`config.mk`:
```
export PLATFORM = sky130hd
export DESIGN_NAME = wb_arbiter
export DESIGN_NICKNAME = d
export VERILOG_FILES = /design/src/verilog/exe_isa_pkg.sv /design/src/verilog/exe_bus_pkg.sv /design/src/verilog/wb_arbiter.sv
export SDC_FILE = /design/constraint.sdc
export NUM_CORES = 1
export LEC_CHECK = 0
export BUFFER_PORTS_ARGS = -buffer_cell sky130_fd_sc_hd__buf_4
export CAP_MARGIN = 20
export CELL_PAD_IN_SITES_DETAIL_PLACEMENT = 1
export CELL_PAD_IN_SITES_GLOBAL_PLACEMENT = 1
export CORE_ASPECT_RATIO = 1.2
export CORE_UTILIZATION = 16
export DETAILED_ROUTE_END_ITERATION = 16
export PLACE_DENSITY = 0.91
export SLEW_MARGIN = 20
export SYNTH_ARGS = -nofsm -noshare
export SYNTH_HDL_FRONTEND = slang
export SYNTH_SLANG_ARGS = --single-unit
```
`constraint.sdc`:
```
create_clock -name vclk -period 1.2
set_clock_uncertainty 0.1 [all_clocks]
set_input_delay 0.06 -clock vclk [all_inputs]
set_output_delay 0.06 -clock vclk [all_outputs]
set_load 0.005 [all_outputs]
```
`src/verilog/exe_isa_pkg.sv`:
```
// Execute cluster ISA: opcode encoding, issue targets, widths and sizing
`default_nettype none

package exe_isa_pkg;

  localparam int DATA_W     = 32;
  localparam int REG_ADDR_W = 4;
  localparam int NUM_REGS   = 1 << REG_ADDR_W;
  localparam int ROB_ID_W   = 7;
  localparam int RS_ENTRIES = 8;
  localparam int RS_IDX_W   = $clog2(RS_ENTRIES);
  localparam int MC_STAGES  = 3;

  // Register xN leaves reset holding N times this step
  localparam logic [DATA_W-1:0] REG_INIT_STEP = 32'h0101_0101;

  typedef logic [DATA_W-1:0]     data_t;
  typedef logic [REG_ADDR_W-1:0] reg_addr_t;
  typedef logic [ROB_ID_W-1:0]   rob_id_t;

  // Both top bits set marks a multi-cycle only opcode
  typedef enum logic [4:0] {
    ADD  = 5'h00,
    SUB  = 5'h01,
    AND  = 5'h02,
    OR   = 5'h03,
    XOR  = 5'h04,
    SLL  = 5'h05,
    SRL  = 5'h06,
    SLT  = 5'h07,
    MUL  = 5'h18,
    MULH = 5'h19
  } exe_op_e;

  typedef enum logic [1:0] {
    SC0,
    SC1,
    MC
  } exe_unit_e;

  function automatic logic is_mc_only(input exe_op_e op);
    return &op[4:3];
  endfunction

  // Simple ALU operations, shared by every unit
  function automatic data_t simple_result(input exe_op_e op, input data_t a, input data_t b);
    case (op)
      ADD:     return a + b;
      SUB:     return a - b;
      AND:     return a & b;
      OR:      return a | b;
      XOR:     return a ^ b;
      SLL:     return a << b[4:0];
      SRL:     return a >> b[4:0];
      SLT:     return data_t'($signed(a) < $signed(b));
      default: return '0;
    endcase
  endfunction

endpackage

`default_nettype wire

```
`src/verilog/exe_bus_pkg.sv`:
```
// Execute cluster transport: dispatch entries, issue payloads and writeback broadcast
`default_nettype none

package exe_bus_pkg;

  // Operand value low bits hold the producer ROB id while not ready
  typedef struct packed {
    exe_isa_pkg::exe_op_e   op;
    exe_isa_pkg::rob_id_t   rob_id;
    exe_isa_pkg::reg_addr_t rd;
    logic                   src1_rdy;
    exe_isa_pkg::data_t     src1;
    logic                   src2_rdy;
    exe_isa_pkg::data_t     src2;
  } disp_entry_t;

  typedef struct packed {
    exe_isa_pkg::exe_op_e   op;
    exe_isa_pkg::rob_id_t   rob_id;
    exe_isa_pkg::reg_addr_t rd;
    exe_isa_pkg::data_t     src1;
    exe_isa_pkg::data_t     src2;
  } issue_t;

  typedef struct packed {
    logic                   valid;
    exe_isa_pkg::rob_id_t   rob_id;
    exe_isa_pkg::reg_addr_t rd;
    exe_isa_pkg::data_t     result;
  } wb_t;

endpackage

`default_nettype wire

```
`src/verilog/wb_arbiter.sv`:
```
// Writeback arbiter: fixed priority MC, SC1, SC0 onto the shared broadcast
`timescale 1ns/1ps
`default_nettype none

module wb_arbiter (
  input  exe_bus_pkg::wb_t  sc0_result,
  input  exe_bus_pkg::wb_t  sc1_result,
  input  exe_bus_pkg::wb_t  mc_result,
  output logic              sc0_grant,
  output logic              sc1_grant,
  output logic              mc_grant,
  output exe_bus_pkg::wb_t  wb
);

  always_comb begin
    // Deepest pipeline first so it stalls least
    mc_grant  = mc_result.valid;
    sc1_grant = sc1_result.valid && !mc_result.valid;
    sc0_grant = sc0_result.valid && !mc_result.valid && !sc1_result.valid;

    if (mc_result.valid)
      wb = mc_result;
    else if (sc1_result.valid)
      wb = sc1_result;
    else
      wb = sc0_result;
  end

endmodule

`default_nettype wire
```
; After elaboration in Yosys (flattened, before gate mapping)
; Index checks and enable logic that the tools add are counted.
[word_totals]
wordCells = 7
out_inout_bits = 47
regBits = 0
[classes]
reduce_logical = 5
muxes = 2
[ops]
columns = op, n
row1 = 44-bit 2-to-1 mux, 2
row2 = 1-bit logical AND, 3
row3 = 1-bit logical NOT, 2

; Depth between registers and ports, before layout
[depth]
word_depth = 3
ltp_mapped = 5
depth_no_buf = 2

; Worst setup path before layout
; No wires, ideal clock.
[synth_timing]
kind = input to output
from = input mc_result[43] (netlist name)
to = output wb[43] (netlist name)
path_slack_ps = 403
path_buffers = 2
arrival_ps = 637
cell_stages = 3
path_cell_list = buf_6 -> buf_6 -> or3_1
[synth_rtl]
columns = item, line_no
row1 = start: declaration, wb_arbiter.sv:8  ; input exe_bus_pkg::wb_t mc_result,
row2 = end: declaration, wb_arbiter.sv:12  ; output exe_bus_pkg::wb_t wb

==> run summary <==
==============================================================================
Result of the run                                                 complete, no violations
Synth Net Count                                                            280
Overall routed net length                                              5330 um
Mapped Area                                                          986 sq um
Global-route wire length before repair                                 7540 um
Worst slew pin tran                                                   0.176 ns
Area of the die                                                   0.00648 sq mm
Fill cell instance count of the final layout                               779
DRC viols                                                                    0
Switching Share                                                          34.6%
Vias in the first global route                                            1789
Average routed wire per standard cell                                  13.3 um
Pre-Repair DR Iteration Count                                                2
Fin nets                                                                   455
Die W                                                                  73.7 um
Number of hold buffers added after CTS                                       0
Diodes inserted                                                              0
Final Setup Violations                                                       0
Antenna viol nets, final                                                     0
Category of the worst setup path launch point                        input pin
Total Neg Setup Slack                                                     0 ns
Number of input and output port buffers inserted                           179
Leading cell type in the layout, fill and taps excluded           sky130_fd_sc_hd__buf_4
Maximum fanout along the worst path                                         18
Final critical-path share of the clock period                            87.5%
Startpoint-to-endpoint class of the critical path                       in2out
1st-iter DRT viols                                                          14
Finished Core Util                                                       41.3%
Final Max Slew Viols                                                         0
Growth of design area from synthesis to finish                            142%
Sequential cell fraction of total power                                     0%
Synthesized netlist cell count                                             148
Initial antenna violation count                                              0
Count of sequential standard cells                                           0
Element type at the critical path end                               output pin
Standby leakage power                                                  1.34 nW
I/O Pins                                                                   179
Routed vias/inst                                                          4.44
Yosys warning total                                                          0
Cell-internal power                                                     570 uW
Maximum number of pins on one net before global-route repair                48
F_max                                                                  952 MHz
Distinct cell type count of the synthesized netlist                         13
Crit path DAT                                                          0.89 ns
Hpwl dp                                                                4680 um
Commonest cells after routing, fill and taps aside                186 x sky130_fd_sc_hd__buf_4, 43 x sky130_fd_sc_hd__mux2i_1, 43 x sky130_fd_sc_hd__nand2_1
Final Hold Viols                                                             0
MaxCap Viol Count                                                            0
Last weighted congestion value of the routability-driven placer          0.710
Net Sw Power                                                            302 uW
Resized Gates After CTS                                                      0
Post-CTS Setup Inserts                                                       0
Highest ir drop seen on vdd                                           0.137 mV
Register cell area after layout                                        0 sq um
Max-slew headroom at the worst pin                                       88.0%
Pwr Density                                                        365 mW/mm^2
RSZ-0062 raised after global routing                                     false
Layout clock buffers                                                         0
Seq/Total Area, Yosys                                                       0%
Combinational share of power                                            100.0%
Vias post-DR                                                              1781
Syn_area_per_cell                                                   6.66 sq um
Initial core utilization                                                 17.1%
Global router's overall resource usage                                   14.5%
Die height                                                             88.0 um
Part of the total power dissipated in the clock network                     0%
Proportion of layout cells with a drive suffix above 1                   59.2%
Placeable core region                                             0.00578 sq mm
Number of rows created at floorplan                                         30
Time the worst path needs with I/O delays and setup                    1.05 ns
Grt ovf                                                                      0
Worst Path Required                                                    1.04 ns
Worst min-delay path category                                           in2out
==============================================================================
Yosys cell counts, drive strengths merged:
library cell,count,area [sq um]
nor3b,1,7.51
mux2i,43,430
nand2,43,161
o21ai,43,219
clkbuf,5,18.8
buf,11,136
or3,1,6.26
nor2b,1,6.26
power groups by stage:
stage                     Sequential, mW  Clock (mW)  Combinational [mW]
after detailed placement               0           0               0.887
after floorplan                        0           0               0.316
after global routing                   0           0               0.949
after global placement                 0           0               0.856
after CTS                              0           0               0.889
final                                  0           0               0.872
final timing paths:
| kind | start | endpoint | slack (ns) | depth (start not counted) |
|---|---|---|---|---|
| setup / recovery | sc1_result[43] | wb[43] | 0.15 | 4 |
| hold / removal | mc_result[21] | wb[21] | 0.29 | 4 |
worst max-delay path, cell delays in order:
cell and delay [ns]:
sky130_fd_sc_hd__buf_4 0.15, sky130_fd_sc_hd__buf_12 0.16, sky130_fd_sc_hd__or3_1 0.37, sky130_fd_sc_hd__buf_4 0.14
area by class of cell:
| class | instances | area [sq um] | area share (%) |
|---|---|---|---|
| multi-input cells | 132 | 831 | 34.8 |
| repair buffers | 189 | 1460 | 61.0 |
| well taps | 80 | 100 | 4.19 |
logic make-up (layout without fill, tap and decap cells):
kind of cell           count (synthesis)  after routing  share of synthesized area (%)
AO/OA/AOI/OAI                         43             43                           22.2
buffers and inverters                 16            189                           15.7
multiplexers                          43             43                           43.7
AND/OR/NAND/NOR                       46             46                           18.4
layer usage:
metal / routed length (um) / track usage [%]
met1: 1650 / 12.8
met2: 3110 / 33.7
met4: 17 / 0.524
met5: 0 / 0
met3: 552 / 2.30
per-stage QoR:
step / hold slack [ns] / instances / power, mW / worst slack, ns / cell area (sq um)
3_3_place_gp: 0.287 / 401 / 0.856 / 0.155 / 2390
5_1_grt: 0.314 / 401 / 0.949 / 0.116 / 2390
3_5_place_dp: 0.293 / 401 / 0.887 / 0.146 / 2390
2_1_floorplan: 0.101 / 148 / 0.316 / 0.403 / 986
4_1_cts: 0.294 / 401 / 0.889 / 0.144 / 2390
6_report: 0.292 / 401 / 0.872 / 0.150 / 2390
No activity file was read; power rests on OpenSTA's default activity.
