`src/verilog/exe_isa_pkg.sv`:
```
// Execute cluster ISA: opcode encoding, issue targets, widths and sizing
`default_nettype none

package exe_isa_pkg;

  localparam int DATA_W     = 32;
  localparam int REG_ADDR_W = 4;
  localparam int NUM_REGS   = 1 << REG_ADDR_W;
  localparam int ROB_ID_W   = 7;
  localparam int RS_ENTRIES = 8;
  localparam int RS_IDX_W   = $clog2(RS_ENTRIES);
  localparam int MC_STAGES  = 3;

  // Register xN leaves reset holding N times this step
  localparam logic [DATA_W-1:0] REG_INIT_STEP = 32'h0101_0101;

  typedef logic [DATA_W-1:0]     data_t;
  typedef logic [REG_ADDR_W-1:0] reg_addr_t;
  typedef logic [ROB_ID_W-1:0]   rob_id_t;

  // Both top bits set marks a multi-cycle only opcode
  typedef enum logic [4:0] {
    ADD  = 5'h00,
    SUB  = 5'h01,
    AND  = 5'h02,
    OR   = 5'h03,
    XOR  = 5'h04,
    SLL  = 5'h05,
    SRL  = 5'h06,
    SLT  = 5'h07,
    MUL  = 5'h18,
    MULH = 5'h19
  } exe_op_e;

  typedef enum logic [1:0] {
    SC0,
    SC1,
    MC
  } exe_unit_e;

  function automatic logic is_mc_only(input exe_op_e op);
    return &op[4:3];
  endfunction

  // Simple ALU operations, shared by every unit
  function automatic data_t simple_result(input exe_op_e op, input data_t a, input data_t b);
    case (op)
      ADD:     return a + b;
      SUB:     return a - b;
      AND:     return a & b;
      OR:      return a | b;
      XOR:     return a ^ b;
      SLL:     return a << b[4:0];
      SRL:     return a >> b[4:0];
      SLT:     return data_t'($signed(a) < $signed(b));
      default: return '0;
    endcase
  endfunction

endpackage

`default_nettype wire

```
`src/verilog/exe_bus_pkg.sv`:
```
// Execute cluster transport: dispatch entries, issue payloads and writeback broadcast
`default_nettype none

package exe_bus_pkg;

  // Operand value low bits hold the producer ROB id while not ready
  typedef struct packed {
    exe_isa_pkg::exe_op_e   op;
    exe_isa_pkg::rob_id_t   rob_id;
    exe_isa_pkg::reg_addr_t rd;
    logic                   src1_rdy;
    exe_isa_pkg::data_t     src1;
    logic                   src2_rdy;
    exe_isa_pkg::data_t     src2;
  } disp_entry_t;

  typedef struct packed {
    exe_isa_pkg::exe_op_e   op;
    exe_isa_pkg::rob_id_t   rob_id;
    exe_isa_pkg::reg_addr_t rd;
    exe_isa_pkg::data_t     src1;
    exe_isa_pkg::data_t     src2;
  } issue_t;

  typedef struct packed {
    logic                   valid;
    exe_isa_pkg::rob_id_t   rob_id;
    exe_isa_pkg::reg_addr_t rd;
    exe_isa_pkg::data_t     result;
  } wb_t;

endpackage

`default_nettype wire

```
`src/verilog/mc_alu.sv`:
```
// Multi-cycle ALU: pipelined execution of every opcode, frozen while its output waits
`timescale 1ns/1ps
`default_nettype none

module mc_alu (
  input  logic                 clk,
  input  logic                 rst_n,
  input  logic                 start,
  input  exe_bus_pkg::issue_t  issue,
  input  logic                 grant,
  input  logic                 rob_flush,
  output logic                 busy,
  output exe_bus_pkg::wb_t     result
);

  logic [exe_isa_pkg::MC_STAGES-1:0]     vld;
  exe_bus_pkg::issue_t                   op_q;
  exe_bus_pkg::wb_t                      pipe [1:exe_isa_pkg::MC_STAGES-1];
  logic signed [2*exe_isa_pkg::DATA_W-1:0] prod;
  exe_isa_pkg::data_t                    exec_val;
  logic                                  hold;
  logic                                  take;

  always_comb begin
    // Ungranted last stage stalls the whole pipe
    hold = vld[exe_isa_pkg::MC_STAGES-1] && !grant;
    busy = hold;
    take = start && !hold;

    prod = $signed(op_q.src1) * $signed(op_q.src2);
    case (op_q.op)
      exe_isa_pkg::MUL:  exec_val = prod[exe_isa_pkg::DATA_W-1:0];
      exe_isa_pkg::MULH: exec_val = prod[2*exe_isa_pkg::DATA_W-1:exe_isa_pkg::DATA_W];
      default:           exec_val = exe_isa_pkg::simple_result(op_q.op, op_q.src1, op_q.src2);
    endcase

    result       = pipe[exe_isa_pkg::MC_STAGES-1];
    result.valid = vld[exe_isa_pkg::MC_STAGES-1];
  end

  always_ff @(posedge clk or negedge rst_n) begin
    if (!rst_n)
      vld <= '0;
    else if (rob_flush)
      vld <= '0;
    else if (!hold)
      vld <= {vld[exe_isa_pkg::MC_STAGES-2:0], take};
  end

  // Operands in stage 0, computed result moves through the rest
  always_ff @(posedge clk) begin
    if (!hold) begin
      if (take)
        op_q <= issue;
      pipe[1] <= '{valid: 1'b1, rob_id: op_q.rob_id, rd: op_q.rd, result: exec_val};
      for (int k = 2; k < exe_isa_pkg::MC_STAGES; k++)
        pipe[k] <= pipe[k-1];
    end
  end

endmodule

`default_nettype wire

```
`config.mk`:
```
export PLATFORM = sky130hd
export DESIGN_NAME = mc_alu
export DESIGN_NICKNAME = d
export VERILOG_FILES = /design/src/verilog/exe_isa_pkg.sv /design/src/verilog/exe_bus_pkg.sv /design/src/verilog/mc_alu.sv
export SDC_FILE = /design/constraint.sdc
export NUM_CORES = 2
export LEC_CHECK = 0
export BUFFER_PORTS_ARGS = -buffer_cell sky130_fd_sc_hd__buf_2
export CELL_PAD_IN_SITES_DETAIL_PLACEMENT = 1
export CELL_PAD_IN_SITES_GLOBAL_PLACEMENT = 1
export CORE_AREA = 10 10 329 394
export CTS_BUF_LIST = sky130_fd_sc_hd__clkbuf_4 sky130_fd_sc_hd__clkbuf_8
export CTS_CLUSTER_DIAMETER = 40
export DETAILED_ROUTE_END_ITERATION = 10
export DIE_AREA = 0 0 339 404
export GPL_TIMING_DRIVEN = 1
export PLACE_DENSITY = 0.7
export SYNTH_ARGS = -nofsm -noshare
export SYNTH_HDL_FRONTEND = slang
export SYNTH_SLANG_ARGS = --single-unit
```
`constraint.sdc`:
```
create_clock -name clk -period 27.5 [get_ports clk]
set_input_delay 8.25 -clock clk [delete_from_list [all_inputs] [get_ports clk]]
set_output_delay 8.25 -clock clk [all_outputs]
set_load 0.02 [all_outputs]
```
; Word-level counts from Yosys, hierarchy flattened
; Memories as Yosys holds them, arrays and structs flattened.
; Cells that the tools add are included.
[totals]
elab_cells = 38
n_memories = 1
output_inout_bits = 45
register_bits = 83
ramBits = 88
[mem_list]
columns = memory, depth, width, read_ports, rd_clocked_by_memory_dff, wr, line
row1 = pipe, 2, 44, 2, 0, 2, mc_alu.sv:18  ; exe_bus_pkg::wb_t pipe [1:exe_isa_pkg::MC_STAGES-1];
[classes]
n_mux = 5
shift = 2
bitwise = 4
multipliers = 1
reduce_logical = 6
n_eq_ne = 10
n_lt_le_gt_ge = 1
addsub = 2
[ops]
columns = op, count
row1 = $pmux W32 S8, 1
row2 = $mul A32 B32 Y64, 1
row3 = $pmux W32 S2, 1
row4 = $add A32 B32 Y32, 1
row5 = $and A32 B32 Y32, 1
row6 = $lt A32 B32 Y1, 1
row7 = $or A32 B32 Y32, 1
row8 = $shl A32 B5 Y32, 1
row9 = $shr A32 B5 Y32, 1
row10 = $sub A32 B32 Y32, 1
row11 = $xor A32 B32 Y32, 1
row12 = $eq A5 B3 Y1 const B, 4
row13 = $eq A5 B2 Y1 const B, 2
row14 = $eq A5 B5 Y1 const B, 2
row15 = $mux W3, 2
row16 = $eq A5 B1 Y1 const B, 1
row17 = $logic_not A5 Y1, 1
row18 = $logic_and A1 B1 Y1, 2
row19 = $logic_not A1 Y1, 2
row20 = $ne A2 B2 Y1 const B, 1
row21 = $reduce_and A2 Y1, 1
row22 = $mux W1, 1
row23 = $not A1 Y1, 1

; Longest topological paths before layout
[logic_depth]
depth_word = 6
depth_mapped = 33

; Worst setup path after synthesis
; No wires, ideal clock.
[synth_timing]
path_type = input -> output
from = in grant
to = out busy
required_ps = 19250
arrival_ps = 8669
path_slack_ps = 10581
cell_stages = 2
cell_sequence = nor2b_1 -> clkbuf_1
[synth_via]
elab_chain_cells = 2
[synth_lines]
columns = item, line
row1 = start: declaration, mc_alu.sv:10  ; input logic grant,
row2 = $logic_not A1 Y1, mc_alu.sv:26  ; hold = vld[exe_isa_pkg::MC_STAGES-1] && !grant;
row3 = $logic_and A1 B1 Y1, mc_alu.sv:26
row4 = end: declaration, mc_alu.sv:12  ; output logic busy,
; No other way between the ends.

; Worst setup path in the final report
; Ends and elaborated chain as after synthesis.

==> impl_metrics.json <==
{
  "outcome": "completed",
  "root_buffer": "clkbuf_8",
  "synth_area_leaders": "fa_1 (45%), edfxtp_1 (10%), inv_1 (8.0%)",
  "synth_edf_count": 166,
  "hold_class": "flip-flop to flip-flop",
  "topRoutingLayerUsed": "met5",
  "tritoncts": "yes",
  "io_pins": 130,
  "htreeDepth": 4,
  "setup_violations": 0,
  "ys_warn_count": 0,
  "syn-cell-area_um2": 48310,
  "timing.rr.end": "pipe[1][29]$_DFFE_PN_",
  "endpoint_kind": "output port",
  "vias": 40180,
  "post-route-period-util": 0.6295,
  "met3_length_mm": 12.77,
  "synth_top_cell_by_area": "fa_1",
  "slew_headroom": 0.2004,
  "required_ns": 19.25,
  "r2r.worst_path.cells": 25,
  "post-cts-setup-buffer-count": 0,
  "ctsResizeCount": 0,
  "core_um2": 121400,
  "clkSinkCount": 169,
  "r2r_slack_ns": 16.60,
  "cts_hold_buffers": 0,
  "grt_pass1_vias": 44660,
  "clock_latency_ns": 0.63,
  "globalplace.congestion": 1.034,
  "overflow": 0,
  "cap_violations": 0,
  "synth_cell_types": 87,
  "cp-start-kind": "primary input",
  "rsz0062_at_grt": "no",
  "async_reset_ff_frac": 0.01775,
  "clkTransAtPathRegs_ns": 0.13,
  "routedWlPerCell_um": 29.15,
  "finalMaxSlewViolations": 0,
  "drc_errors": 0,
  "area_growth_pct": 5.967,
  "arrival_ns": 9.06,
  "crit_fanout": 6,
  "synthCells": 5391,
  "grt_pass1_wl_mm": 300.1,
  "std_cell_rows": 140,
  "drt_iter0_markers": 3604,
  "dr_wl_met2_mm": 99.39,
  "avgViaCountPerCell": 5.746,
  "dpl.hpwl_mm": 163.0,
  "critPathKind": "primary input to output port",
  "die_w_um": 339,
  "synth_top_area_frac": 0.4492,
  "synth-main-ff-cell": "edfxtp_1",
  "max_freq_mhz": 57.77,
  "wl_mm": 203.9,
  "multi_input_area_um2": 38050,
  "most-common-layout-cells": "fa_1 (1084), inv_1 (1026), nor2_1 (747), nand2_1 (616), ha_1 (282)",
  "cp-endpoint": "busy",
  "finalNetCount": 6791,
  "synth_seq_cells": 169,
  "finalHoldViolations": 0,
  "grt_max_degree": 87,
  "ys_seq_area_frac": 0.1047,
  "syn-num-nets": 6842,
  "antenna_found_initial": 18,
  "cts_buffers": 17,
  "cts_max_path_buffers": 2,
  "min_period_ns": 17.31,
  "die-area_um2": 137000,
  "drive_above_1_share": 0.06370,
  "io_buffers": 129,
  "grt.total_usage": 0.2983,
  "first_pass_iters": 9,
  "r2r-start": "op_q[4]$_DFFE_PP_",
  "regArea_um2": 5060,
  "initial_core_util": 0.3980,
  "dieHeight_um": 404,
  "drt-met1-wl_mm": 76.06,
  "worst_pin_slew_ns": 1.198,
  "fillers": 14100,
  "avgSynthCellArea_um2": 8.962,
  "postRouteAntennaNets": 0,
  "crit_path_start": "grant",
  "fin_tns_setup_ns": 0,
  "mostFrequentLayoutCell": "fa_1",
  "skew_ns": 0.07346
}
stage by stage:
step	setup WS [ns]	area, um^2	hold WS (ns)	utilization	instances
finish	10.19	51200	0.4192	0.4217	6993
global route	10.11	51180	0.4263	0.4216	6988
CTS	10.18	51180	0.4200	0.4216	6986
detailed placement	10.18	50730	0.4052	0.4179	6954
global placement	10.17	50730	0.4008	0.4179	6954
floorplan	10.58	48310	0.4003	-	5391
worst max-delay path, cell delays in order:
cell and delay (ns):
buf_2 0.10, nor2b_1 0.44, buf_2 0.27
metal layers:
metal  vias to the layer above  track usage
met5                         -            0
met4                         6       0.1880
met3                       504      0.03853
met2                      1641       0.5110
met1                     21420       0.3535
li1                      16610            -
registers in the layout, summed over array words and instances (netlist names):
| name | cells |
|---|---|
| op_q | 80 |
| pipe | 86 |
| vld | 3 |
cell usage after synthesis (all sizes together), types with 5 or more instances:
master   count
xor2        21
a211o        8
nand4       31
clkbuf     227
edfxtp     166
nand3       32
o21bai      20
a21o        42
a221oi      20
nor2       748
nor2b       25
and2        15
fa        1084
a222oi      15
o2111ai      6
ha         282
a211oi      33
o21ai      163
a221o       17
mux2i       57
o211ai      29
a31o         5
o22ai       26
nand2      617
o41ai        5
or3          9
o21a        11
a21oi      224
inv       1033
o31ai       12
buf        100
a22oi       17
nand2b      28
nor3b        5
o221ai      22
clkinv      24
xnor2       43
or2          8
mux4        11
nor4         9
a21boi       7
a31oi       21
nor3        39
and3        14
mux2         8
final cells by class:
class	instances	area share
Multi-Input combinational cell	3838	0.7433
Sequential cell	169	0.09883
Inverter	1057	0.07752
Tap cell	1633	0.03991
Timing Repair Buffer	257	0.03138
Clock buffer	17	0.004570
Clock inverter	15	0.004130
Antenna cell	7	0.0003422
how the worst min path moves through the flow:
stage | startpoint | endpoint | depth (start not counted)
finish | pipe[1][35]$_DFFE_PN_ | pipe[2][35]$_DFFE_PN_ | 0
detailed placement | pipe[1][34]$_DFFE_PN_ | pipe[2][34]$_DFFE_PN_ | 0
global route | pipe[1][35]$_DFFE_PN_ | pipe[2][35]$_DFFE_PN_ | 0
global placement | op_q[66]$_DFFE_PP_ | pipe[1][34]$_DFFE_PN_ | 0
floorplan | op_q[64]$_DFFE_PP_ | pipe[1][32]$_DFFE_PN_ | 0
CTS | pipe[1][30]$_DFFE_PN_ | pipe[2][30]$_DFFE_PN_ | 0
logic make-up (layout without fill, tap and decap cells):
| logic type | count (synthesis) | after routing | share of synthesized area |
|---|---|---|---|
| AO/OA/AOI/OAI | 735 | 735 | 0.09862 |
| XOR/XNOR | 64 | 64 | 0.01160 |
| adder cells (fa/ha/maj) | 1366 | 1366 | 0.5222 |
| buffers and inverters | 1384 | 1346 | 0.1083 |
| flip-flops | 169 | 169 | 0.1047 |
| multiplexers | 76 | 76 | 0.01880 |
| other | 0 | 7 | 0 |
| AND/OR/NAND/NOR | 1597 | 1597 | 0.1358 |
Power is left out: the tool's default activity adds up to more than one toggle a clock period on the data nets, which glitch-free logic cannot reach.
