`config.mk`:
```
export PLATFORM = sky130hd
export DESIGN_NAME = dispatch_unit
export DESIGN_NICKNAME = d
export VERILOG_FILES = /design/src/verilog/exe_isa_pkg.sv /design/src/verilog/exe_bus_pkg.sv /design/src/verilog/dispatch_unit.sv
export SDC_FILE = /design/constraint.sdc
export NUM_CORES = 1
export LEC_CHECK = 0
export ABC_CLOCK_PERIOD_IN_PS = 7300
export BUFFER_PORTS_ARGS = -buffer_cell sky130_fd_sc_hd__buf_2
export CAP_MARGIN = 10
export CORE_ASPECT_RATIO = 0.9
export CORE_MARGIN = 2
export CORE_UTILIZATION = 40
export CTS_BUF_LIST = sky130_fd_sc_hd__clkbuf_4
export DETAILED_ROUTE_END_ITERATION = 7
export HOLD_SLACK_MARGIN = 0.06
export SYNTH_ARGS = -nofsm -noshare
export SYNTH_HDL_FRONTEND = slang
export SYNTH_SLANG_ARGS = --single-unit
export TNS_END_PERCENT = 1
```
`constraint.sdc`:
```
create_clock -name clk -period 7.3 [get_ports clk]
set_clock_uncertainty 0.05 [all_clocks]
set_input_delay 1.095 -clock clk [delete_from_list [all_inputs] [get_ports clk]]
set_output_delay 1.095 -clock clk [all_outputs]
set_load 0.01 [all_outputs]
```
`src/verilog/exe_isa_pkg.sv`:
```
// Execute cluster ISA: opcode encoding, issue targets, widths and sizing
`default_nettype none

package exe_isa_pkg;

  localparam int DATA_W     = 32;
  localparam int REG_ADDR_W = 4;
  localparam int NUM_REGS   = 1 << REG_ADDR_W;
  localparam int ROB_ID_W   = 7;
  localparam int RS_ENTRIES = 8;
  localparam int RS_IDX_W   = $clog2(RS_ENTRIES);
  localparam int MC_STAGES  = 3;

  // Register xN leaves reset holding N times this step
  localparam logic [DATA_W-1:0] REG_INIT_STEP = 32'h0101_0101;

  typedef logic [DATA_W-1:0]     data_t;
  typedef logic [REG_ADDR_W-1:0] reg_addr_t;
  typedef logic [ROB_ID_W-1:0]   rob_id_t;

  // Both top bits set marks a multi-cycle only opcode
  typedef enum logic [4:0] {
    ADD  = 5'h00,
    SUB  = 5'h01,
    AND  = 5'h02,
    OR   = 5'h03,
    XOR  = 5'h04,
    SLL  = 5'h05,
    SRL  = 5'h06,
    SLT  = 5'h07,
    MUL  = 5'h18,
    MULH = 5'h19
  } exe_op_e;

  typedef enum logic [1:0] {
    SC0,
    SC1,
    MC
  } exe_unit_e;

  function automatic logic is_mc_only(input exe_op_e op);
    return &op[4:3];
  endfunction

  // Simple ALU operations, shared by every unit
  function automatic data_t simple_result(input exe_op_e op, input data_t a, input data_t b);
    case (op)
      ADD:     return a + b;
      SUB:     return a - b;
      AND:     return a & b;
      OR:      return a | b;
      XOR:     return a ^ b;
      SLL:     return a << b[4:0];
      SRL:     return a >> b[4:0];
      SLT:     return data_t'($signed(a) < $signed(b));
      default: return '0;
    endcase
  endfunction

endpackage

`default_nettype wire

```
`src/verilog/exe_bus_pkg.sv`:
```
// Execute cluster transport: dispatch entries, issue payloads and writeback broadcast
`default_nettype none

package exe_bus_pkg;

  // Operand value low bits hold the producer ROB id while not ready
  typedef struct packed {
    exe_isa_pkg::exe_op_e   op;
    exe_isa_pkg::rob_id_t   rob_id;
    exe_isa_pkg::reg_addr_t rd;
    logic                   src1_rdy;
    exe_isa_pkg::data_t     src1;
    logic                   src2_rdy;
    exe_isa_pkg::data_t     src2;
  } disp_entry_t;

  typedef struct packed {
    exe_isa_pkg::exe_op_e   op;
    exe_isa_pkg::rob_id_t   rob_id;
    exe_isa_pkg::reg_addr_t rd;
    exe_isa_pkg::data_t     src1;
    exe_isa_pkg::data_t     src2;
  } issue_t;

  typedef struct packed {
    logic                   valid;
    exe_isa_pkg::rob_id_t   rob_id;
    exe_isa_pkg::reg_addr_t rd;
    exe_isa_pkg::data_t     result;
  } wb_t;

endpackage

`default_nettype wire

```
`src/verilog/dispatch_unit.sv`:
```
// Dispatch: register read with broadcast bypass, pending-tag rename and ROB id tagging
`timescale 1ns/1ps
`default_nettype none

module dispatch_unit (
  input  logic                      clk,
  input  logic                      rst_n,
  input  logic                      disp_valid,
  input  exe_isa_pkg::exe_op_e      disp_op,
  input  exe_isa_pkg::reg_addr_t    disp_rd,
  input  exe_isa_pkg::reg_addr_t    disp_rs1,
  input  exe_isa_pkg::reg_addr_t    disp_rs2,
  input  logic                      rs_full,
  input  exe_bus_pkg::wb_t          wb,
  input  logic                      rob_flush,
  output logic                      ins_valid,
  output exe_bus_pkg::disp_entry_t  ins_entry
);

  exe_isa_pkg::data_t                  regs     [exe_isa_pkg::NUM_REGS];
  exe_isa_pkg::rob_id_t                pend_tag [exe_isa_pkg::NUM_REGS];
  logic [exe_isa_pkg::NUM_REGS-1:0]    pend;
  exe_isa_pkg::rob_id_t                next_id;
  logic                                accept;
  logic                                wb_write;

  // Returns {ready, value}; a pending source takes a matching broadcast directly
  function automatic logic [exe_isa_pkg::DATA_W:0] read_src(input exe_isa_pkg::reg_addr_t rs);
    if (rs == '0)
      return {1'b1, exe_isa_pkg::data_t'(0)};
    if (!pend[rs])
      return {1'b1, regs[rs]};
    if (wb.valid && wb.rob_id == pend_tag[rs])
      return {1'b1, wb.result};
    return {1'b0, exe_isa_pkg::data_t'(pend_tag[rs])};
  endfunction

  always_comb begin
    accept    = disp_valid && !rs_full && !rob_flush;
    ins_valid = accept;
    // Only the youngest producer of rd may update it
    wb_write  = wb.valid && wb.rd != '0 && pend[wb.rd] && pend_tag[wb.rd] == wb.rob_id;

    ins_entry.op     = disp_op;
    ins_entry.rob_id = next_id;
    ins_entry.rd     = disp_rd;
    {ins_entry.src1_rdy, ins_entry.src1} = read_src(disp_rs1);
    {ins_entry.src2_rdy, ins_entry.src2} = read_src(disp_rs2);
  end

  always_ff @(posedge clk or negedge rst_n) begin
    if (!rst_n) begin
      pend    <= '0;
      next_id <= '0;
      for (int i = 0; i < exe_isa_pkg::NUM_REGS; i++)
        regs[i] <= exe_isa_pkg::data_t'(i) * exe_isa_pkg::REG_INIT_STEP;
    end else if (rob_flush) begin
      pend <= '0;
    end else begin
      if (wb_write) begin
        regs[wb.rd] <= wb.result;
        pend[wb.rd] <= 1'b0;
      end
      // New producer overrides a same-cycle clear
      if (accept) begin
        next_id <= next_id + 1'b1;
        if (disp_rd != '0)
          pend[disp_rd] <= 1'b1;
      end
    end
  end

  always_ff @(posedge clk) begin
    if (accept && disp_rd != '0)
      pend_tag[disp_rd] <= next_id;
  end

endmodule

`default_nettype wire

```
After elaboration in Yosys (flattened, before gate mapping)
Memory sizes are Yosys's and may differ from the RTL's.
Cells that the tools add are included.
{"block": "word_totals", "reg_bits": 535, "ramBits": 112, "in_bits": 66, "out_inout_bits": 83, "mem_count": 1}
{"block": "classes", "add_sub_neg": 1, "magnitude_cmp": 10, "eq_ne": 3, "mux": 50, "n_bitwise": 7, "n_reduce_logical": 19}
{"memory": "pend_tag", "words": 16, "width": 7, "rd": 3, "rd_clocked_by_memory_dff": 0, "wr": 1, "line_no": "dispatch_unit.sv:21", "source": "exe_isa_pkg::rob_id_t pend_tag [exe_isa_pkg::NUM_REGS];"}
{"cell": "$bwmux 512", "count": 1}
{"cell": "$mux 33", "count": 12}
{"cell": "$bmux 32 s4", "count": 2}
{"cell": "$mux 32", "count": 5}
{"cell": "$demux 32 s4", "count": 1}
{"cell": "$mux 16", "count": 5}
{"cell": "$eq 7x7->1", "count": 3}
{"cell": "$lt 4x5->1 const B", "count": 4}
{"cell": "$mux 1", "count": 19}
{"cell": "$and 16x16->16", "count": 1}
{"cell": "$not 16->16", "count": 1}
{"cell": "$or 16x16->16", "count": 1}
{"cell": "$ge 5x5->1 const B", "count": 3}
{"cell": "$not 4->5", "count": 3}
{"cell": "$bmux 1 s4", "count": 3}
{"cell": "$logic_and 1x1->1", "count": 11}
{"cell": "$demux 1 s4", "count": 2}
{"cell": "$ge 4x1->1 const B", "count": 2}
{"cell": "$logic_not 4->1", "count": 2}
{"cell": "$reduce_bool 4->1", "count": 2}
{"cell": "$add 7x1->7 const B", "count": 1}
{"cell": "$lt 5x1->1 const B", "count": 1}
{"cell": "$reduce_and 2->1", "count": 2}
{"cell": "$logic_not 1->1", "count": 2}
{"cell": "$not 1->1", "count": 1}

Longest topological paths before layout
{"block": "depth", "word_depth": 12, "ltp_mapped": 13}

Worst setup path before layout
OpenSTA, ideal clock, no wires.
{"block": "synth_timing", "path_type": "input port to output port", "start": "input disp_rs1[2]", "end": "output ins_entry[38] (netlist name)", "arrival_ps": 4230, "path_slack_ps": 1925, "stages": 10, "path_buffers": 4, "cell_sequence": "clkbuf_1 clkbuf_1 clkbuf_1 mux4_2 a22oi_1 a211oi_1 a2111oi_0 clkbuf_1 a21oi_1 a211oi_1"}
{"element": "start, declared", "line_no": "dispatch_unit.sv:11", "source": "input exe_isa_pkg::reg_addr_t disp_rs1,"}
{"element": "end, declared", "line_no": "dispatch_unit.sv:17", "source": "output exe_bus_pkg::disp_entry_t ins_entry"}

==> flow_summary.toml <==
[finish]
drive_above_1_share = 0.554
final_core_util = 0.452
fin_nets = 2591
fin_cells = 3849
fill_cells = 7820
area_growth_pct = 11.5

[power]
p_seq_frac = 0.479
finalPower_uw = 8000
irDropWorstVdd_v = 0.000143
clockPowerShare = 0.433
p_comb_frac = 0.088
leakagePower_uw = 0.0173
power_switching_share = 0.271
p_switching_uw = 2170
internal-power_uw = 5830
power_density_nw_per_um2 = 197

[synthesis]
synth-seq-cells = 647
ys.flop_type = "dfrtp_1"
synth_enable_flop_cells = 112
synthDistinctLibCells = 60
ys_async_sr_fraction = 0.827
syn_avg_cell_area_um2 = 15.1
ys_seq_area_frac = 0.466
synth_area_um2 = 36300
postSynthCellCount = 2398
synth_warnings = 0

[grt]
grt_pass1_vias = 25300
grt_max_degree = 177
grt-ovfl-total = 0
grt_usage = 0.244
grt_pass1_wl_um = 169000
grt_antenna_before_repair = 8

[setup_path]
critPathArrivalTime_ps = 4890
cp-end-kind = "primary output"
slowest_stage = "buf_4"
crit_type = "input pin to primary output"
path_common_cell = "buf_4"
worstPathCellList = "buf_4, and2_1, a221oi_1, o21a_1, or3_1, a2111oi_2, buf_4, and2_0, o211ai_1, buf_2"
worstPathMaxFanout = 39
required_ps = 6150
cp-start-kind = "input pin"
cpPeakStageDelay_ps = 610

[placement]
place_inst = 3508
port_buffers = 138
dp_hpwl_um = 65300
routabilityCongestion = 0.885
dp_worst_setup_slack_ps = 1250

[floorplanning]
row_count = 104
io_pins = 149
die_y_um = 290
dieArea_um2 = 93200
die_w_um = 322
coreArea_um2 = 89700
initial_core_util = 0.405

[sta]
hold_violations = 0
fmax_mhz = 166
final-setup-viol-count = 0
rsz0062_at_grt = "no"
fin_crit_sh = 0.827
timing.setup.tns_ps = 0
relSlewSlack = 0.206
slew_violations = 0
fin_ws_ps = 1270
worstMarginPinSlew_ps = 1180
min_period_ps = 6040

[clock_network]
hold_buffers = 0
cts_setup_buffers = 0
cts-resized-gates = 0
clockBufferDepth = 3
htree_num_levels = 4
cts.sinks = 647
clk_latency_ps = 1070
cts_made_buffers = 179
cts_tree = "done"
root_buffer = "clkbuf_4"
path_clk_slew_ps = 60

[worst_hold_path]
hp-class = "input pin to async pin"

[outcome]
status = "finished, final reports clean"

[detailed_routing]
wl_um = 113000
drc = 0
antenna_left = 0
drtIter0Drc = 2371
viasPerCell = 6.30
vias = 24200
post_drt_wl_per_cell_um = 29.3
dr.pass1.iters = 8

[job]
cap_violations = 0
==> routing by layer <==
metal,vias to the layer above,track usage,part of all wire
met1,13000,0.344,0.43
li1,9904,-,-
met5,-,0,0.00025
met2,1109,0.379,0.47
met3,189,0.0465,0.073
met4,4,0.0816,0.024
==> cells by family after synthesis <==
family / after synthesis / share of synthesized area
multiplexers: 972 / 0.412
flip-flops: 647 / 0.466
buffers and inverters: 287 / 0.0350
AND/OR/NAND/NOR: 247 / 0.0393
AO/OA/AOI/OAI: 224 / 0.0427
XOR/XNOR: 19 / 0.00458
adder cells (fa/ha/maj): 1 / 0.000344
other: 1 / 0.000103
==> metrics by stage <==
step	hold slack [ps]	area [um^2]
3_5_place_dp	334	38100
2_1_floorplan	391	36300
6_report	14.8	40500
4_1_cts	72.1	40500
5_1_grt	94.5	40500
3_3_place_gp	326	38100
==> worst max-delay path, delay by kind of cell <==
family	cells	cell delay [ps]
AND/OR/NAND/NOR	3	1350
buffers and inverters	3	1320
AO/OA/AOI/OAI	4	1100
==> power by group through the flow <==
stage                     Combinational, uW  Sequential [uW]  Clock, uW
after floorplan                         407             3860          0
after global placement                  702             3890          0
after detailed placement                707             3890          0
after CTS                               709             3830       3550
after global routing                    756             3830       3750
final                                   707             3830       3460
==> sequential cells by signal, indices dropped and copies added (netlist names) <==
name	cells
next_id	7
regs	512
pend_tag	112
pend	16
==> area by class of cell <==
| class | instances | area, um^2 | share of cell area |
|---|---|---|---|
| diodes | 4 | 10.0 | 0.000247 |
| clock buffers | 287 | 2150 | 0.0532 |
| clock inverters | 49 | 246 | 0.00609 |
| inverters | 18 | 68.8 | 0.00170 |
| multi-input cells | 1470 | 18300 | 0.453 |
| flip-flops and latches | 647 | 16900 | 0.418 |
| well taps | 1166 | 1460 | 0.0360 |
| repair buffers | 208 | 1320 | 0.0325 |
==> Yosys cell counts (all sizes together), types with 4 or more instances <==
cell type	number	area (um^2)
nand3	23	115
a31oi	12	75.1
nor3	35	175
xor2	10	87.6
o22ai	18	113
nor2	33	124
nor4	25	297
or3	13	81.3
a22oi	10	75.1
xnor2	9	78.8
a221o	5	50.1
and2	8	50.1
edfxtp	112	3360
nand2	45	169
or4	6	45.0
mux2	491	5640
inv	15	56.3
nor2b	10	62.6
a32o	4	40.0
buf	113	618
o211ai	11	82.6
nand4	30	188
mux4	361	8130
dfrtp	407	10200
o221ai	26	228
a211oi	7	52.6
a221oi	16	140
a21oi	56	284
nand2b	7	43.8
o211a	4	40.0
dfstp	128	3360
o21ai	29	145
mux2i	120	1200
o21a	5	37.5
and3	6	37.5
clkbuf	156	586
a22o	6	52.6
or2	4	25.0
==> worst paths after layout <==
path                       depth (start not counted)                     end                     start  slack [ps]
max                                               10           ins_entry[36]               disp_rs1[2]        1270
min                                                1  next_id[0]$_DFFE_PN0P_                     rst_n          10
max reg2reg                                        9   regs[276]$_DFFE_PN0P_  pend_tag[7][1]$_DFFE_PP_        2870
min reg2reg                                        0   regs[508]$_DFFE_PN0P_     regs[508]$_DFFE_PN0P_         340
max in group asynchronous                          2   regs[239]$_DFFE_PN0P_                     rst_n        5340
min in group clk                                   2       pend[0]$_DFF_PN0_                 rob_flush         280
==> cells in the final DEF (no fill, tap or decap), drive strengths merged, types with 18 or more instances in the layout <==
master / n
o22ai: 18
a21oi: 56
nand3: 23
nand4: 30
mux2i: 120
o221ai: 26
dfstp: 128
mux2: 491
inv: 21
clkbuf: 287
nand2: 45
edfxtp: 112
o21ai: 29
dfrtp: 407
nor4: 25
nor3: 35
nor2: 33
buf: 208
mux4: 361
clkinv: 44
Note: power is estimated with default switching activity, not from simulation.
