<file path="config.mk">
export PLATFORM = sky130hd
export DESIGN_NAME = reservation_station
export DESIGN_NICKNAME = d
export VERILOG_FILES = /design/src/verilog/exe_isa_pkg.sv /design/src/verilog/exe_bus_pkg.sv /design/src/verilog/reservation_station.sv
export SDC_FILE = /design/constraint.sdc
export NUM_CORES = 1
export LEC_CHECK = 0
export ABC_AREA = 1
export BUFFER_PORTS_ARGS = -buffer_cell sky130_fd_sc_hd__buf_2
export CORE_MARGIN = 5
export CORE_UTILIZATION = 35
export DETAILED_ROUTE_END_ITERATION = 10
export PLACE_DENSITY = 0.56
export SLEW_MARGIN = 30
export SYNTH_ARGS = -nofsm -noshare
export SYNTH_HDL_FRONTEND = slang
export SYNTH_SLANG_ARGS = --single-unit
export TNS_END_PERCENT = 5
</file>
<file path="constraint.sdc">
create_clock -name clk -period 14.8 [get_ports clk]
set_input_delay 3.7 -clock clk [delete_from_list [all_inputs] [get_ports clk]]
set_output_delay 3.7 -clock clk [all_outputs]
set_load 0.02 [all_outputs]
</file>
<file path="src/verilog/exe_isa_pkg.sv">
// Execute cluster ISA: opcode encoding, issue targets, widths and sizing
`default_nettype none

package exe_isa_pkg;

  localparam int DATA_W     = 32;
  localparam int REG_ADDR_W = 4;
  localparam int NUM_REGS   = 1 << REG_ADDR_W;
  localparam int ROB_ID_W   = 7;
  localparam int RS_ENTRIES = 8;
  localparam int RS_IDX_W   = $clog2(RS_ENTRIES);
  localparam int MC_STAGES  = 3;

  // Register xN leaves reset holding N times this step
  localparam logic [DATA_W-1:0] REG_INIT_STEP = 32'h0101_0101;

  typedef logic [DATA_W-1:0]     data_t;
  typedef logic [REG_ADDR_W-1:0] reg_addr_t;
  typedef logic [ROB_ID_W-1:0]   rob_id_t;

  // Both top bits set marks a multi-cycle only opcode
  typedef enum logic [4:0] {
    ADD  = 5'h00,
    SUB  = 5'h01,
    AND  = 5'h02,
    OR   = 5'h03,
    XOR  = 5'h04,
    SLL  = 5'h05,
    SRL  = 5'h06,
    SLT  = 5'h07,
    MUL  = 5'h18,
    MULH = 5'h19
  } exe_op_e;

  typedef enum logic [1:0] {
    SC0,
    SC1,
    MC
  } exe_unit_e;

  function automatic logic is_mc_only(input exe_op_e op);
    return &op[4:3];
  endfunction

  // Simple ALU operations, shared by every unit
  function automatic data_t simple_result(input exe_op_e op, input data_t a, input data_t b);
    case (op)
      ADD:     return a + b;
      SUB:     return a - b;
      AND:     return a & b;
      OR:      return a | b;
      XOR:     return a ^ b;
      SLL:     return a << b[4:0];
      SRL:     return a >> b[4:0];
      SLT:     return data_t'($signed(a) < $signed(b));
      default: return '0;
    endcase
  endfunction

endpackage

`default_nettype wire

</file>
<file path="src/verilog/exe_bus_pkg.sv">
// Execute cluster transport: dispatch entries, issue payloads and writeback broadcast
`default_nettype none

package exe_bus_pkg;

  // Operand value low bits hold the producer ROB id while not ready
  typedef struct packed {
    exe_isa_pkg::exe_op_e   op;
    exe_isa_pkg::rob_id_t   rob_id;
    exe_isa_pkg::reg_addr_t rd;
    logic                   src1_rdy;
    exe_isa_pkg::data_t     src1;
    logic                   src2_rdy;
    exe_isa_pkg::data_t     src2;
  } disp_entry_t;

  typedef struct packed {
    exe_isa_pkg::exe_op_e   op;
    exe_isa_pkg::rob_id_t   rob_id;
    exe_isa_pkg::reg_addr_t rd;
    exe_isa_pkg::data_t     src1;
    exe_isa_pkg::data_t     src2;
  } issue_t;

  typedef struct packed {
    logic                   valid;
    exe_isa_pkg::rob_id_t   rob_id;
    exe_isa_pkg::reg_addr_t rd;
    exe_isa_pkg::data_t     result;
  } wb_t;

endpackage

`default_nettype wire

</file>
<file path="src/verilog/reservation_station.sv">
// Reservation station: operand wake-up from writeback and lowest-ready issue selection
`timescale 1ns/1ps
`default_nettype none

module reservation_station (
  input  logic                      clk,
  input  logic                      rst_n,
  input  logic                      ins_valid,
  input  exe_bus_pkg::disp_entry_t  ins_entry,
  output logic                      rs_full,
  output exe_bus_pkg::issue_t       issue,
  output logic                      sc0_issue,
  output logic                      sc1_issue,
  output logic                      mc_issue,
  input  logic                      sc0_busy,
  input  logic                      sc1_busy,
  input  logic                      mc_busy,
  input  exe_bus_pkg::wb_t          wb,
  input  logic                      rob_flush
);

  exe_bus_pkg::disp_entry_t             ent [exe_isa_pkg::RS_ENTRIES];
  logic [exe_isa_pkg::RS_ENTRIES-1:0]   vld;
  logic [exe_isa_pkg::RS_ENTRIES-1:0]   rdy;
  logic [exe_isa_pkg::RS_IDX_W-1:0]     ins_idx;
  logic [exe_isa_pkg::RS_IDX_W-1:0]     iss_idx;
  logic                                 insert;
  logic                                 iss_any;
  logic                                 iss_take;
  logic                                 mc_only;
  exe_isa_pkg::exe_unit_e               target;

  // Priority encoder, lowest set bit wins
  function automatic logic [exe_isa_pkg::RS_IDX_W-1:0] lowest_set(
    input logic [exe_isa_pkg::RS_ENTRIES-1:0] vec
  );
    logic [exe_isa_pkg::RS_IDX_W-1:0] idx;
    idx = '0;
    for (int i = exe_isa_pkg::RS_ENTRIES - 1; i >= 0; i--)
      if (vec[i])
        idx = exe_isa_pkg::RS_IDX_W'(i);
    return idx;
  endfunction

  // Capture a broadcast result for any operand still waiting on its tag
  function automatic exe_bus_pkg::disp_entry_t wake(
    input exe_bus_pkg::disp_entry_t e,
    input exe_bus_pkg::wb_t         b
  );
    exe_bus_pkg::disp_entry_t w;
    w = e;
    if (b.valid && !e.src1_rdy && exe_isa_pkg::rob_id_t'(e.src1) == b.rob_id) begin
      w.src1_rdy = 1'b1;
      w.src1     = b.result;
    end
    if (b.valid && !e.src2_rdy && exe_isa_pkg::rob_id_t'(e.src2) == b.rob_id) begin
      w.src2_rdy = 1'b1;
      w.src2     = b.result;
    end
    return w;
  endfunction

  always_comb begin
    for (int i = 0; i < exe_isa_pkg::RS_ENTRIES; i++)
      rdy[i] = vld[i] && ent[i].src1_rdy && ent[i].src2_rdy;

    rs_full = &vld;
    insert  = ins_valid && !rs_full;
    ins_idx = lowest_set(~vld);
    iss_any = |rdy;
    iss_idx = lowest_set(rdy);

    issue.op     = ent[iss_idx].op;
    issue.rob_id = ent[iss_idx].rob_id;
    issue.rd     = ent[iss_idx].rd;
    issue.src1   = ent[iss_idx].src1;
    issue.src2   = ent[iss_idx].src2;

    // First free unit in order SC0, SC1, MC
    mc_only  = exe_isa_pkg::is_mc_only(ent[iss_idx].op);
    target   = exe_isa_pkg::MC;
    iss_take = 1'b0;
    if (iss_any) begin
      if (!mc_only && !sc0_busy) begin
        target   = exe_isa_pkg::SC0;
        iss_take = 1'b1;
      end else if (!mc_only && !sc1_busy) begin
        target   = exe_isa_pkg::SC1;
        iss_take = 1'b1;
      end else if (!mc_busy) begin
        iss_take = 1'b1;
      end
    end

    sc0_issue = iss_take && target == exe_isa_pkg::SC0;
    sc1_issue = iss_take && target == exe_isa_pkg::SC1;
    mc_issue  = iss_take && target == exe_isa_pkg::MC;
  end

  always_ff @(posedge clk or negedge rst_n) begin
    if (!rst_n) begin
      vld <= '0;
    end else if (rob_flush) begin
      vld <= '0;
    end else begin
      if (iss_take)
        vld[iss_idx] <= 1'b0;
      if (insert)
        vld[ins_idx] <= 1'b1;
    end
  end

  // Insert sees the same broadcast as the resident entries
  always_ff @(posedge clk) begin
    for (int i = 0; i < exe_isa_pkg::RS_ENTRIES; i++)
      ent[i] <= wake(ent[i], wb);
    if (insert)
      ent[ins_idx] <= wake(ins_entry, wb);
  end

endmodule

`default_nettype wire

</file>
======== Word level (Yosys, flattened, before mapping) ========
Memories as Yosys holds them, arrays and structs flattened.
Index checks and enable logic that the tools add are counted.
Widths: inputs -> output; s select.
storage, ports and cells
  flip-flop bits (word level) ............. 8
  bits in writable memories ............... 656
  output and inout port bits .............. 84
  word-level logic and storage cells ...... 169
  memories kept ........................... 1
cells by class
  order comparisons ....................... 4
  equal/unequal tests ..................... 20
  multiplexer cells ....................... 53
  bitwise gates (word level) .............. 4
  reductions and logical operators ........ 86
memories
  name  depth  width  rd ports  clocked after Yosys merged registers in  wr ports  RTL line                   source
  ent   8      82     9         0                                        9         reservation_station.sv:22  exe_bus_pkg::disp_entry_t ent [exe_isa_pkg::RS_ENTRIES];
operator list
  cell                number
  $mux 33             20
  $eq 7x7->1          18
  $logic_and 1x1->1   60
  $mux 3              16
  $mux 8              4
  $logic_not 1->1     22
  $not 8->8           2
  $and 8x8->8         1
  $lt 3x4->1 const B  2
  $mux 1              8
  $or 8x8->8          1
  $reduce_and 8->1    1
  $reduce_or 8->1     1
  $demux 1 s3         2
  $ge 3x1->1 const B  2
  $mux 2              3
  $eq 2x1->1 const B  1
  $eq 2x2->1 const B  1
  $logic_not 2->1     1
  $reduce_and 2->1    1

======== Depth between registers and ports, before layout ========
Gate-level depths: netlist of run 1.
An unclocked memory read counts as a cell.
  depth after elaboration ................. 22
  depth in mapped cells ................... 21
  gate-level depth less buffers ........... 20

======== Least setup slack after synthesis of run 1 ========
OpenSTA, ideal clock, no wires.
  kind .................................... input port to flip-flop
  start ................................... in wb[36] (netlist name)
  end ..................................... mem ent[7][33] (netlist name) (enable)
  arrival ................................. 7994 ps
  data required time ...................... 14284 ps
  setup slack ............................. 6290 ps
  stages .................................. 5
  path buffers ............................ 2
  cells stage by stage .................... buf_2 > buf_1 > a211oi_1 > o221ai_1 > o41ai_1
RTL lines
  what         RTL line                   source
  from (decl)  reservation_station.sv:18  input exe_bus_pkg::wb_t wb,
  to (decl)    reservation_station.sv:22

==> results of run 1 <==
## power breakdown
part	internal, uW	total (uW)	switching [uW]
registers	2120	2140	16.9
clock network	1080	1840	766
logic	111	382	270
## cell families (layout without fill, tap and decap cells)
group / after synthesis / count (layout)
xor gates and xnor gates: 26 / 26
other: 0 / 6
muxes: 55 / 55
and+or+nand+nor: 610 / 610
AOI/OAI and AO/OA: 945 / 945
DFF: 664 / 664
buffers and inverters: 302 / 492
## metal layers
layer  GRT usage [%]  routed length, um
met5               0                 13
met4            9.00               5030
met3            4.70              10800
met2            37.0              51700
met1            30.5              44100
## through the flow
step | power, uW | util (%)
after floorplan | 2400 | -
after global placement | 2550 | 37.8
after detailed placement | 2560 | 37.8
after CTS | 4380 | 40.6
after global routing | 4490 | 40.6
final | 4360 | 40.6
## synth_stat cells, types with 26 or more instances
cell,number
edfxtp_1,656
o21ai_0,544
nand2_1,507
a221oi_1,155
clkbuf_1,141
a22o_1,126
inv_1,81
nor2_1,39
buf_2,37
mux2i_1,29
mux2i_4,26
nand3_1,26
o22ai_1,26
## cells in the final DEF (no fill, tap or decap), drive strengths merged, types with 45 or more instances in the layout
cell type  synthesis  routed
inv               96      93
nor2              45      45
mux2i             55      55
a22o             126     126
edfxtp           656     656
a221oi           155     155
nand2            515     515
clkbuf           141      97
buf               60     258
o21ai            551     551
## flip-flops by register name (all words and copies together) (netlist names)
register / count
ent: 656
vld: 8
## worst max-delay path: stages, from the launching register on
cell      delay [ns]
edfxtp_1        0.48
nand2_1         0.16
nor2_1          0.05
nand2_1         0.05
nand2_1         0.04
nand2_1         0.05
nand2_1         0.04
nand2_1         0.07
nand2_2         0.13
nand2_2         0.25
inv_1           0.15
nand2_1         0.44
clkinv_2        0.75
buf_4           0.62
a22o_1          0.27
a221oi_1        0.29
nand2_1         0.23
buf_2           0.22
## final timing paths
| path | start | end | slack [ns] | depth (start not counted) |
|---|---|---|---|---|
| min | vld[7] | vld[7] | 0.59 | 2 |
| min reg2reg | vld[7] | vld[7] | 0.59 | 2 |
| max | ent[7][65] | issue[50] | 6.14 | 17 |
| min in group asynchronous | rst_n | vld[3] | 2.91 | 1 |
| max reg2reg | ent[0][65] | vld[5] | 10.97 | 11 |
| max in group asynchronous | rst_n | vld[5] | 11.69 | 1 |
## cell type report
cell class                 count  area (um^2)  share of cell area (%)
timing repair buffer         258         1410                    4.00
sequential                   664        19900                    56.3
inverter                     101          392                    1.11
antenna                        6         15.0                  0.0425
clock inverter                36          439                    1.24
multi-input combinational   1636         9750                    27.6
tap                         1155         1450                    4.09
clock buffer                  97         1960                    5.54
==> results.cfg, run 1 <==
[outcome]
status = completed

[setup_path]
required_ns = 11.10
start_kind = flop
path_class = reg -> out
end_kind = output port
cp_data_arrival_time_ns = 4.96
worstPathMaxFanout = 42

[cts]
cts_sinks = 664
cts_tree = yes
h-tree-depth = 3
post_cts_buffers = 0
cts_hold_buffers = 0
ctsLongestPathBuffers = 3
cts_root_buffer = clkbuf_16
clock_latency_ns = 0.63
cts_resized = 0
cts.clk_slew.worst_paths_ns = 0.06
cts_buffers = 72

[logic_synthesis]
syn-num-nets = 2735
synthTopCellsByArea = edfxtp_1 64%, o21ai_0 8.9%, nand2_1 6.2%
synth_async_sr_flop_share_pct = 1.20
netlist_area_um2 = 30700
synth_top_area_share_pct = 64.1
synth-compound-area-share_pct = 19.8
synthXorXnorAreaFrac_pct = 0.741
ys_seq_area_share_pct = 64.7
synth_area_per_cell_um2 = 11.8
ys_types = 44
ys.flop_type = edfxtp_1
synthCells = 2602
yosys.area_share.simple_pct = 7.88
yosys_warnings = 0
yosys_register_bits = 664
synthMuxAreaShare_pct = 2.85
synth.largest_area_cell = edfxtp_1
synth_top_family_by_area = compound AO/OA/AOI/OAI gates
synth_edf_count = 656
synthAdderAreaFrac_pct = 0

[sta]
finalSetupTns_ns = 0
layout_setup_ws_ns = 6.14
whs_ns = 0.589
finalMaxSlewViolations = 0
hold_violations = 0
tightestPinTransition_ns = 0.999
finalSetupViolCount = 0
clock_skew_ns = 0.0283
maxSlewHeadroom_pct = 33.4
rsz0062_at_grt = no
min_period_ns = 8.66
max_freq_mhz = 115
period_share_pct = 58.5

[place]
pre_cts_ws_ns = 6.53
dp.cells = 3814
place_hpwl_um = 67600
place_area_um2 = 32900
port_buffers = 212
gp_congestion = 0.956

[route]
antenna_left = 0
first_iter_violations = 3042
via_per_inst = 5.90
routedWlPerCell_um = 28.2
drc = 0
routed_wl_um = 112000
via_count = 23314
firstDrtPassIters = 8

[global_routing]
grt_pass1_vias = 22904
grt_max_degree = 97
antenna_found_initial = 6
grt_pass1_wl_um = 159000
grt_use_total_pct = 22.9
gr-total-overflow = 0

[cells_and_area]
finish.net_count = 2866
finalInstanceArea_um2 = 35300
syn_to_final_growth_pct = 14.9
fill_cells = 8246
instances_no_fill = 3953
drive_gt1_share_pct = 16.3

[die]
start_util_pct = 35.3
dieArea_um2 = 93800
die_h_um = 306
rows = 108
io_pins = 217
fp.coreArea_um2 = 87000
die_w_um = 306

[job]
cap_violations = 0

[pwr]
p_per_area_nw_per_um2 = 124
worst_ir_drop_vdd_mv = 0.0938
leakage_uw = 0.0127

[hold_path]
hold_path.class = reg -> reg
Note: power is estimated with default switching activity, not from simulation.
==> inputs of run 2 (changes only) <==
--- a/config.mk
+++ b/config.mk
@@ -10,7 +10,7 @@
 export CORE_MARGIN = 5
 export CORE_UTILIZATION = 35
 export DETAILED_ROUTE_END_ITERATION = 10
-export PLACE_DENSITY = 0.56
+export PLACE_DENSITY = 0.58
 export SLEW_MARGIN = 30
 export SYNTH_ARGS = -nofsm -noshare
 export SYNTH_HDL_FRONTEND = slang
==> constraint.sdc (replaced) <==
create_clock -name clk -period 7 [get_ports clk]
set_input_delay 1.75 -clock clk [delete_from_list [all_inputs] [get_ports clk]]
set_output_delay 1.75 -clock clk [all_outputs]
set_load 0.02 [all_outputs]
==> results.cfg, run 2 (synthesis gave the netlist of run 1 again) <==
[sta]
maxSlewHeadroom_pct = 33.5
hold_violations = 0
rsz0062_at_grt = no
max_freq_mhz = 163
min_period_ns = 6.13
clock_skew_ns = 0.0212
finalSetupViolCount = 0
finalSetupTns_ns = 0
tightestPinTransition_ns = 0.998
finalMaxSlewViolations = 0
period_share_pct = 87.6

[die]
start_util_pct = 35.3
die_h_um = 306
io_pins = 217
die_w_um = 306
dieArea_um2 = 93800
fp.coreArea_um2 = 87000
rows = 108

[pwr]
clock_power_share_pct = 40.9
worst_ir_drop_vdd_mv = 0.174
p_int_uw = 6830
leakage_uw = 0.0127
seqPwrFrac_pct = 50.1
p_per_area_nw_per_um2 = 256
power.net_switching_uw = 2200
comb_power_share_pct = 9.0
switching_share_pct = 24.3

[setup_path]
cp_data_arrival_time_ns = 4.38
r2r-end = ent[2][51]
worstRegToRegCells = 12
rrSetupSlack_ns = 2.82
start_kind = flop
rr_startpoint = vld[6]
required_ns = 5.25
path_class = reg -> out
end_kind = output port
worstPathMaxFanout = 34

[cts]
ctsLongestPathBuffers = 3
cts_buffers = 72
cts_sinks = 664
post_cts_buffers = 0
clock_latency_ns = 0.62
cts_tree = yes
cts_resized = 0
cts_hold_buffers = 0
cts.clk_slew.worst_paths_ns = 0.06
cts_root_buffer = clkbuf_16
h-tree-depth = 3

[hold_path]
worstHoldEndpoint = vld[6]
hp-start = vld[6]
hold_path.class = reg -> reg
whs_path_depth = 2

[place]
place_hpwl_um = 68200
gp_congestion = 0.971
dp.cells = 3825
port_buffers = 212

[cells_and_area]
syn_to_final_growth_pct = 14.9
reg_top3 = ent x656, vld x8
final_cell_mix = 656 x edfxtp_1, 541 x o21ai_0, 499 x nand2_1
fill_cells = 8259
drive_gt1_share_pct = 16.4
largest_reg_flops = 656
instances_no_fill = 3956
layout_commonest_cell = edfxtp_1
register_area_um2 = 19900
finish.net_count = 2877
regMostFlops = ent
multi_input_area_um2 = 9760

[global_routing]
grt_use_total_pct = 22.7
antenna_found_initial = 3
grt_pass1_wl_um = 158000
gr-total-overflow = 0
grt_pass1_vias = 23188
grt_max_degree = 83

[route]
antenna_left = 0
first_iter_violations = 3159
routedWlPerCell_um = 27.9
firstDrtPassIters = 6
via_per_inst = 6.00
routed_wl_um = 111000
via_count = 23748
drc = 0

[job]
cap_violations = 0

[outcome]
status = completed
==> run 2: cell types whose count changed in the layout (fill, tap and decap cells not counted), moves of 3 or more <==
| cell | previous run | this run |
|---|---|---|
| buf_4 | 44 | 52 |
| buf_12 | 0 | 5 |
| clkinv_1 | 11 | 18 |
| bufinv_16 | 8 | 5 |
| diode_2 | 6 | 2 |
| clkbuf_1 | 21 | 16 |
==> run 2: layout make-up <==
| type | instances | share of cell area (%) |
|---|---|---|
| flip-flops and latches | 664 | 56.4 |
| multi-input cells | 1636 | 27.6 |
| clock buffers | 89 | 5.34 |
| repair buffers | 269 | 4.39 |
| well taps | 1155 | 4.09 |
| inverters | 101 | 1.11 |
| clock inverters | 40 | 1.03 |
| diodes | 2 | 0.0142 |
==> run 2: metal layers <==
metal	wire, um	GRT usage (%)	share of wire (%)	up-vias
li1	-	-	-	10280
met1	43700	31.0	40	11728
met2	51700	36.8	47	1477
met3	10300	3.24	9.3	263
met4	4760	9.00	4.3	0
met5	0	0	0	-
==> run 2: worst max-delay path by stage <==
| stage | from | endpoint | slack [ns] | cells after the start |
|---|---|---|---|---|
| after CTS | ent[5][32] | issue[12] | 0.87 | 15 |
| after global placement | ent[5][32] | issue[38] | 1.48 | 16 |
| after floorplan | wb[36] | ent[7][33] | 0.44 | 5 |
| final | ent[5][32] | issue[34] | 0.87 | 14 |
| after global routing | ent[5][32] | issue[12] | 0.70 | 15 |
| after detailed placement | ent[5][32] | issue[12] | 1.54 | 15 |
==> run 2: per-stage QoR <==
step	setup slack, ns	power (uW)	instance area (um^2)	utilization, %	hold slack, ns
2_1_floorplan	0.440	5070	30700	-	0.536
3_3_place_gp	1.48	5400	33000	37.9	0.568
3_5_place_dp	1.54	5410	33000	38.0	0.567
4_1_cts	0.873	9070	35300	40.6	0.576
5_1_grt	0.698	9310	35300	40.6	0.620
6_report	0.870	9030	35300	40.6	0.579
==> run 2: critical path, cell delays in order (launching register included) <==
cell and delay [ns]:
edfxtp_1 0.50, nand3_1 0.17, nand2_1 0.07, nand2_1 0.09, nand2_1 0.07, nand2_1 0.08
nand2_2 0.13, nand2_2 0.25, inv_1 0.16, nand2_1 0.42, inv_4 0.39, buf_4 0.36
a221oi_1 0.56, nand2_1 0.26, buf_2 0.23
==> run 2: power groups by stage <==
stage               clock network [uW]  registers (uW)  logic (uW)
floorplan                            0            4590         474
global placement                     0            4600         799
detailed placement                   0            4600         811
CTS                               3740            4520         814
global route                      3910            4520         883
finish                            3700            4520         813
